===== config.mk =====
export PLATFORM = sky130hd
export DESIGN_NAME = intExecUnit
export DESIGN_NICKNAME = d
export VERILOG_FILES = /design/src/hdl/intOpsPkg.sv /design/src/hdl/execPkg.sv /design/src/hdl/intAlu.sv /design/src/hdl/intExecUnit.sv /design/src/hdl/resultQueue.sv /design/src/hdl/writeback.sv
export VERILOG_INCLUDE_DIRS = /design/src /design/src/hdl
export SDC_FILE = /design/constraint.sdc
export NUM_CORES = 2
export LEC_CHECK = 0
export BUFFER_PORTS_ARGS = -buffer_cell sky130_fd_sc_hd__clkbuf_2
export CAP_MARGIN = 20
export CORE_MARGIN = 3
export CORE_UTILIZATION = 30
export DETAILED_ROUTE_END_ITERATION = 16
export GPL_TIMING_DRIVEN = 1
export RECOVER_POWER = 50
export SYNTH_ARGS = -nofsm -noshare
export SYNTH_HDL_FRONTEND = slang
export SYNTH_SLANG_ARGS = --single-unit

===== constraint.sdc =====
create_clock -name clk -period 11 [get_ports clk]
set_input_delay 2.2 -clock clk [delete_from_list [all_inputs] [get_ports clk]]
set_output_delay 2.2 -clock clk [all_outputs]
set_load 0.05 [all_outputs]

===== src/hdl/core_config.svh =====
`ifndef CORE_CONFIG_SVH
`define CORE_CONFIG_SVH

// execution slice widths
`define SQN_WIDTH 6
`define TAG_WIDTH 6
`define NM_WIDTH 5
`define XLEN 32

`define RESULT_QUEUE_DEPTH 4

`endif


===== src/hdl/intOpsPkg.sv =====
package intOpsPkg;

    // integer opcodes seen by the ALU
    typedef enum logic [4:0] {
        INT_ADD,
        INT_SUB,
        INT_XOR,
        INT_OR,
        INT_AND,
        INT_SLL,
        INT_SRL,
        INT_SRA,
        INT_SLT,
        INT_SLTU,
        INT_LUI,
        INT_AUIPC,
        // conditional branches
        INT_BEQ,
        INT_BNE,
        INT_BLT,
        INT_BGE,
        INT_BLTU,
        INT_BGEU,
        // jumps, always taken
        INT_JAL,
        INT_JALR,
        INT_SYS,
        INT_UNDEFINED
    } OpCodeInt;

    // exception flags carried with a result
    typedef enum logic {
        FLAGS_NONE,
        FLAGS_BRK
    } Flags;

endpackage


===== src/hdl/execPkg.sv =====
`include "core_config.svh"

package execPkg;

    // operation as delivered by issue, operands already read
    typedef struct packed {
        logic [`XLEN-1:0] srcA;
        logic [`XLEN-1:0] srcB;
        logic [`XLEN-1:0] imm;
        intOpsPkg::OpCodeInt opcode;
        logic [`TAG_WIDTH-1:0] tagDst;
        logic [`NM_WIDTH-1:0] nmDst;
        logic [`SQN_WIDTH-1:0] sqN;
    } IssueOp;

    // result travelling from the ALU through the queue to write-back
    typedef struct packed {
        logic [`XLEN-1:0] result;
        logic [`TAG_WIDTH-1:0] tagDst;
        logic [`NM_WIDTH-1:0] nmDst;
        logic [`SQN_WIDTH-1:0] sqN;
        intOpsPkg::Flags flags;
    } AluResult;

    // branch outcome, reported once per accepted op
    typedef struct packed {
        logic isBranch;
        logic taken;
        logic [`XLEN-1:0] target;
        logic [`SQN_WIDTH-1:0] sqN;
    } BranchReport;

endpackage


===== src/hdl/intAlu.sv =====
`timescale 1ns/10ps
`include "core_config.svh"

module intAlu (
    input  logic clk,
    input  logic rst,

    input  logic opValid,
    input  execPkg::IssueOp op,
    input  logic wbStall,

    output logic aluValid,
    output execPkg::AluResult result,

    output logic branchValid,
    output execPkg::BranchReport branch
);

    logic [`XLEN-1:0] resC;
    intOpsPkg::Flags flagsC;
    logic takenC;
    logic isBranchC;
    logic [`XLEN-1:0] targetC;
    logic [`SQN_WIDTH-1:0] sqDiff;
    logic squash;
    logic accept;

    // data result
    always_comb begin
        case (op.opcode)
            intOpsPkg::INT_ADD,
            intOpsPkg::INT_AUIPC: resC = op.srcA + op.srcB;
            intOpsPkg::INT_SUB:   resC = op.srcA - op.srcB;
            intOpsPkg::INT_XOR:   resC = op.srcA ^ op.srcB;
            intOpsPkg::INT_OR:    resC = op.srcA | op.srcB;
            intOpsPkg::INT_AND:   resC = op.srcA & op.srcB;
            intOpsPkg::INT_SLL:   resC = op.srcA << op.srcB[4:0];
            intOpsPkg::INT_SRL:   resC = op.srcA >> op.srcB[4:0];
            intOpsPkg::INT_SRA:   resC = $signed(op.srcA) >>> op.srcB[4:0];
            intOpsPkg::INT_SLT:
                resC = {{(`XLEN-1){1'b0}}, $signed(op.srcA) < $signed(op.srcB)};
            intOpsPkg::INT_SLTU:
                resC = {{(`XLEN-1){1'b0}}, op.srcA < op.srcB};
            intOpsPkg::INT_LUI:   resC = op.srcB;
            // link address
            intOpsPkg::INT_JAL,
            intOpsPkg::INT_JALR:  resC = op.srcA + `XLEN'd4;
            default:              resC = '0;
        endcase
    end

    always_comb begin
        case (op.opcode)
            intOpsPkg::INT_SYS,
            intOpsPkg::INT_UNDEFINED: flagsC = intOpsPkg::FLAGS_BRK;
            default:                  flagsC = intOpsPkg::FLAGS_NONE;
        endcase
    end

    // branch decision
    always_comb begin
        isBranchC = 1'b1;
        case (op.opcode)
            intOpsPkg::INT_JAL,
            intOpsPkg::INT_JALR: takenC = 1'b1;
            intOpsPkg::INT_BEQ:  takenC = op.srcA == op.srcB;
            intOpsPkg::INT_BNE:  takenC = op.srcA != op.srcB;
            intOpsPkg::INT_BLT:  takenC = $signed(op.srcA) < $signed(op.srcB);
            intOpsPkg::INT_BGE:  takenC = !($signed(op.srcA) < $signed(op.srcB));
            intOpsPkg::INT_BLTU: takenC = op.srcA < op.srcB;
            intOpsPkg::INT_BGEU: takenC = !(op.srcA < op.srcB);
            default: begin
                takenC = 1'b0;
                isBranchC = 1'b0;
            end
        endcase
    end

    // jalr is register relative, everything else carries the target in imm
    assign targetC = (op.opcode == intOpsPkg::INT_JALR) ? op.srcB + op.imm : op.imm;

    // drop ops younger than a taken branch registered last cycle
    assign sqDiff = op.sqN - branch.sqN;
    assign squash = branch.taken && ($signed(sqDiff) > 0);
    assign accept = opValid && !wbStall && !squash;

    always_ff @(posedge clk) begin
        if (rst) begin
            aluValid <= 1'b0;
            branchValid <= 1'b0;
            branch.taken <= 1'b0;
        end else if (accept) begin
            aluValid <= 1'b1;
            branchValid <= 1'b1;

            result.result <= resC;
            result.tagDst <= op.tagDst;
            result.nmDst <= op.nmDst;
            result.sqN <= op.sqN;
            result.flags <= flagsC;

            branch.isBranch <= isBranchC;
            branch.taken <= takenC;
            branch.target <= targetC;
            branch.sqN <= op.sqN;
        end else begin
            aluValid <= 1'b0;
            branchValid <= 1'b0;
            // squash window is a single cycle
            branch.taken <= 1'b0;
        end
    end

endmodule


===== src/hdl/intExecUnit.sv =====
`timescale 1ns/10ps
`include "core_config.svh"

module intExecUnit (
    input  logic clk,
    input  logic rst,

    // issue side
    input  logic opValid,
    input  execPkg::IssueOp op,
    output logic stall,

    // result bus
    input  logic wbGrant,
    output logic resValid,
    output execPkg::AluResult res,

    output logic branchValid,
    output execPkg::BranchReport branch,

    // register file read port
    input  logic [`TAG_WIDTH-1:0] rdTag,
    output logic [`XLEN-1:0] rdData
);

    logic aluValid;
    execPkg::AluResult aluResult;
    execPkg::AluResult qHead;
    logic qNotEmpty;
    logic qPop;

    intAlu u_alu (
        .clk(clk),
        .rst(rst),
        .opValid(opValid),
        .op(op),
        .wbStall(stall),
        .aluValid(aluValid),
        .result(aluResult),
        .branchValid(branchValid),
        .branch(branch)
    );

    resultQueue u_queue (
        .clk(clk),
        .rst(rst),
        .push(aluValid),
        .pushData(aluResult),
        .pop(qPop),
        .head(qHead),
        .notEmpty(qNotEmpty),
        .stall(stall)
    );

    writeback u_wb (
        .clk(clk),
        .rst(rst),
        .notEmpty(qNotEmpty),
        .head(qHead),
        .wbGrant(wbGrant),
        .pop(qPop),
        .resValid(resValid),
        .res(res),
        .rdTag(rdTag),
        .rdData(rdData)
    );

endmodule


===== src/hdl/resultQueue.sv =====
`timescale 1ns/10ps
`include "core_config.svh"

module resultQueue (
    input  logic clk,
    input  logic rst,

    input  logic push,
    input  execPkg::AluResult pushData,

    input  logic pop,
    output execPkg::AluResult head,
    output logic notEmpty,

    output logic stall
);

    localparam int DEPTH = `RESULT_QUEUE_DEPTH;
    localparam int PTR_W = $clog2(DEPTH);
    localparam int CNT_W = $clog2(DEPTH + 1);

    execPkg::AluResult mem [DEPTH];

    logic [PTR_W-1:0] rdPtr;
    logic [PTR_W-1:0] wrPtr;
    logic [CNT_W-1:0] count;

    assign head = mem[rdPtr];
    assign notEmpty = (count != '0);

    // keep one slot beyond the next push for the result still in the ALU register
    assign stall = (count > CNT_W'(DEPTH - 2));

    always_ff @(posedge clk) begin
        if (push) begin
            mem[wrPtr] <= pushData;
        end
    end

    always_ff @(posedge clk) begin
        if (rst) begin
            rdPtr <= '0;
            wrPtr <= '0;
            count <= '0;
        end else begin
            if (push) begin
                wrPtr <= (wrPtr == PTR_W'(DEPTH - 1)) ? '0 : wrPtr + 1'b1;
            end
            if (pop) begin
                rdPtr <= (rdPtr == PTR_W'(DEPTH - 1)) ? '0 : rdPtr + 1'b1;
            end
            case ({push, pop})
                2'b10:   count <= count + 1'b1;
                2'b01:   count <= count - 1'b1;
                default: count <= count;
            endcase
        end
    end

endmodule


===== src/hdl/writeback.sv =====
`timescale 1ns/10ps
`include "core_config.svh"

module writeback (
    input  logic clk,
    input  logic rst,

    input  logic notEmpty,
    input  execPkg::AluResult head,
    input  logic wbGrant,
    output logic pop,

    output logic resValid,
    output execPkg::AluResult res,

    input  logic [`TAG_WIDTH-1:0] rdTag,
    output logic [`XLEN-1:0] rdData
);

    localparam int NUM_REGS = 1 << `TAG_WIDTH;

    logic [`XLEN-1:0] regFile [NUM_REGS];
    logic wrEn;

    // drain one entry per granted bus slot
    assign pop = notEmpty && wbGrant;

    // x0 destinations are dropped
    assign wrEn = pop && (head.nmDst != '0);

    assign rdData = regFile[rdTag];

    always_ff @(posedge clk) begin
        if (rst) begin
            for (int i = 0; i < NUM_REGS; i++) begin
                regFile[i] <= '0;
            end
        end else if (wrEn) begin
            regFile[head.tagDst] <= head.result;
        end
    end

    // result broadcast, one cycle after the pop
    always_ff @(posedge clk) begin
        if (rst) begin
            resValid <= 1'b0;
        end else begin
            resValid <= pop;
        end
    end

    always_ff @(posedge clk) begin
        if (pop) begin
            res <= head;
        end
    end

endmodule


==> out/metrics.cfg <==
[timing]
max_freq_mhz = 106.1
relSlewSlack_pct = -190.5
hold_violations = 0
drv_slew = 2723
max_slew.worst_pin.slew_ns = 4.358
fin_crit_ns = 9.424
finalSetupViolCount = 0
finalSetupTns_ns = 0
finalCritPeriodShare_pct = 85.68
rsz0062_at_grt = false
finClkSkew_ns = 0.1093

[synthesis]
synth_top_family_by_area = multiplexers
synthAdderAreaFrac_pct = 1.722
async_flop_share_pct = 0
synth_top_cells_by_count = edfxtp_1 (2381), nor2_1 (2229), mux4_2 (710)
ys.flop_type = edfxtp_1
ys_seq_area_share_pct = 64.54
synth_simple_gate_area_share_pct = 9.883
synth.most_common_cell = edfxtp_1
synth_mux_area_share_pct = 15.77
synth.distinct_cells = 97
yosysTopAreaCell = edfxtp_1
synth_edf_count = 2381
synth_area_mm2 = 0.1112
ys_ff_latch = 2393
synth_fp_nets = 8086
synth_compound_area_share_pct = 4.129
synthCells = 7808
synth.area.top_cells = edfxtp_1 (64%), mux4_2 (14%), nor2_1 (7.5%), ha_1 (1.6%), clkbuf_1 (1.4%)
synth_top_area_share_pct = 64.32
synth.avg_cell_area_um2 = 14.24
ys_warn_count = 0
synth_xor_area_share_pct = 0.5358

[global_route]
grt_pass1_wl_um = 530000
antenna_found_initial = 27
grt.overflow.total = 0
track_usage_pct = 19.29
grt_max_degree = 127
grt_pass1_vias = 71777

[floorplanning]
design.core.area_mm2 = 0.3672
std_cell_rows = 222
die_h_um = 614.7
num_io_pins = 253
floorplan.initialDensity_pct = 30.27
die_area_mm2 = 0.3779
die_w_um = 614.7

[detailed_routing]
remaining_drc_errors = 0
drt-pass1-iter-count = 6
wl_per_cell_um = 29.13
wirelength_um = 377900
vias = 71599
ant_nets = 0
drt-initial-drc-count = 10688
vias_per_cell = 5.520

[place]
gp_congestion = 0.9102
port_buffers = 252
dpl.hpwl_um = 214500

[power]
power_per_cell_area_mw_per_mm2 = 186.2
peakVddDrop_mv = 0.1755
leakagePower_nw = 44.93
total_power_mw = 23.43

[final_layout]
regArea_mm2 = 0.07174
final_layout_size_suffix_gt1_share_pct = 19.17
synthToLayoutAreaGrowth_pct = 13.21
multiInputGateArea_mm2 = 0.03604
n_fill_cell = 35248
nNetsFinal = 8100

[job]
maxCapViolCount = 71

[critical_path]
reg2regPathDepth = 7
path_class = primary input to register
crit_arrival_ns = 9.97
setup.worst_path.end_class = register
cp_max_fo = 67
r2r-end = u_wb.regFile[7][5]
cp.required_ns = 11.55
start_kind = primary input
r2r_slack_ns = 1.77

[clocking]
cts.sinks = 2393
clkTransAtPathRegs_ns = 0.06
cts_resized = 0
h-tree-depth = 5
postCtsSetupRepairBufs = 0
numCtsBuffers = 269
cts_buffer_depth = 4
root_buffer = clkbuf_16
clock_latency_ns = 0.96
cts_hold_buf = 0
cts_tree = done

[outcome]
violations = capacitance limit, slew limit
status = finished, violations left

[worst_hold_path]
min-delay-start = u_alu.result[25]
hold_path_end = u_queue.mem[3][25]
min_path_type = register to register
hold_depth = 0

-- report_power, final --
group          switching, mW  total [mW]  internal [mW]  leakage, nW
combinational           3.00        3.86          0.864         16.5
sequential             0.173        10.7           10.5         24.3
clock                   3.81        8.89           5.08         4.18
total                   6.98        23.4           16.4         44.9
-- critical path, stage by stage --
cell	delay, ns
clkbuf_1	0.35
clkbuf_1	2.94
or4_1	0.73
nor2_1	0.40
nand2_1	0.16
clkbuf_1	2.06
nand2b_2	0.52
buf_4	0.51
-- state kept, by name, summed over array words and instances, names as in the netlist, named ones only --
signal and count:
u_alu.aluValid 1, u_alu.branch 34, u_alu.result 50, u_queue.count 3
u_queue.mem 200, u_queue.rdPtr 2, u_queue.wrPtr 2, u_wb.regFile 2048
u_wb.res 50, u_wb.resValid 1
-- cells in the final DEF, fill, tap and decap left out, types with 34 or more instances in the layout --
cell,netlist,layout
edfxtp_1,2381,2381
nor2_1,2229,2229
mux4_2,710,710
clkbuf_16,0,272
nand2_1,269,268
clkbuf_1,422,239
o21ai_0,217,196
a21oi_1,154,154
inv_1,155,152
ha_1,145,145
clkbuf_2,1,142
buf_4,11,141
mux2i_1,103,103
clkinv_1,0,51
nand2b_2,0,51
xnor2_1,49,49
mux2_2,45,45
nand2b_1,95,38
clkinv_2,0,38
a221oi_1,34,34
-- through the flow --
stage	util, %	area [µm²]	hold WS (ns)	worst slack, ns	cells
after CTS	34.42	126400	0.4894	3.087	12961
final	34.27	125800	0.4931	1.576	12970
after global placement	32.08	117800	0.4688	3.121	12479
after floorplan	-	111200	0.4587	0.1581	7808
after global routing	34.26	125800	0.5045	1.489	12964
after detailed placement	32.08	117800	0.4805	3.078	12479
-- logic make-up after synthesis --
group	count (synthesis)
compound gates	695
xor+xnor	68
fa+ha+maj	150
buf+inv	885
flops	2393
mux	858
simple gates	2759
-- metal layers --
layer  global-route usage, %  vias to the layer above  wire [µm]
li1                        -                    29040          -
met2                   31.13                     4912     177400
met4                   7.588                       10      16870
met1                   25.31                    36839     140100
met3                   4.210                      798      43510
met5                       0                        -         69
-- final cells by class --
class	instances	share of cell area, %
Antenna cell	9	0.01790
Sequential cell	2393	57.01
Clock buffer	336	5.608
Clock inverter	146	1.238
Tap cell	4928	4.900
Multi-Input combinational cell	4530	28.64
Timing Repair Buffer	472	2.119
Inverter	156	0.4653
-- worst max path at each step --
stage / end / slack [ns] / startpoint
3_5_place_dp: rdData[16] / 3.08 / rdTag[0]
6_report: u_wb.regFile[8][18] / 1.58 / rst
3_3_place_gp: rdData[16] / 3.12 / rdTag[0]
5_1_grt: u_wb.regFile[8][18] / 1.49 / rst
4_1_cts: rdData[16] / 3.09 / rdTag[0]
2_1_floorplan: u_alu.branch[38] / 0.16 / op[0]
No activity file was read; power rests on OpenSTA's default activity.
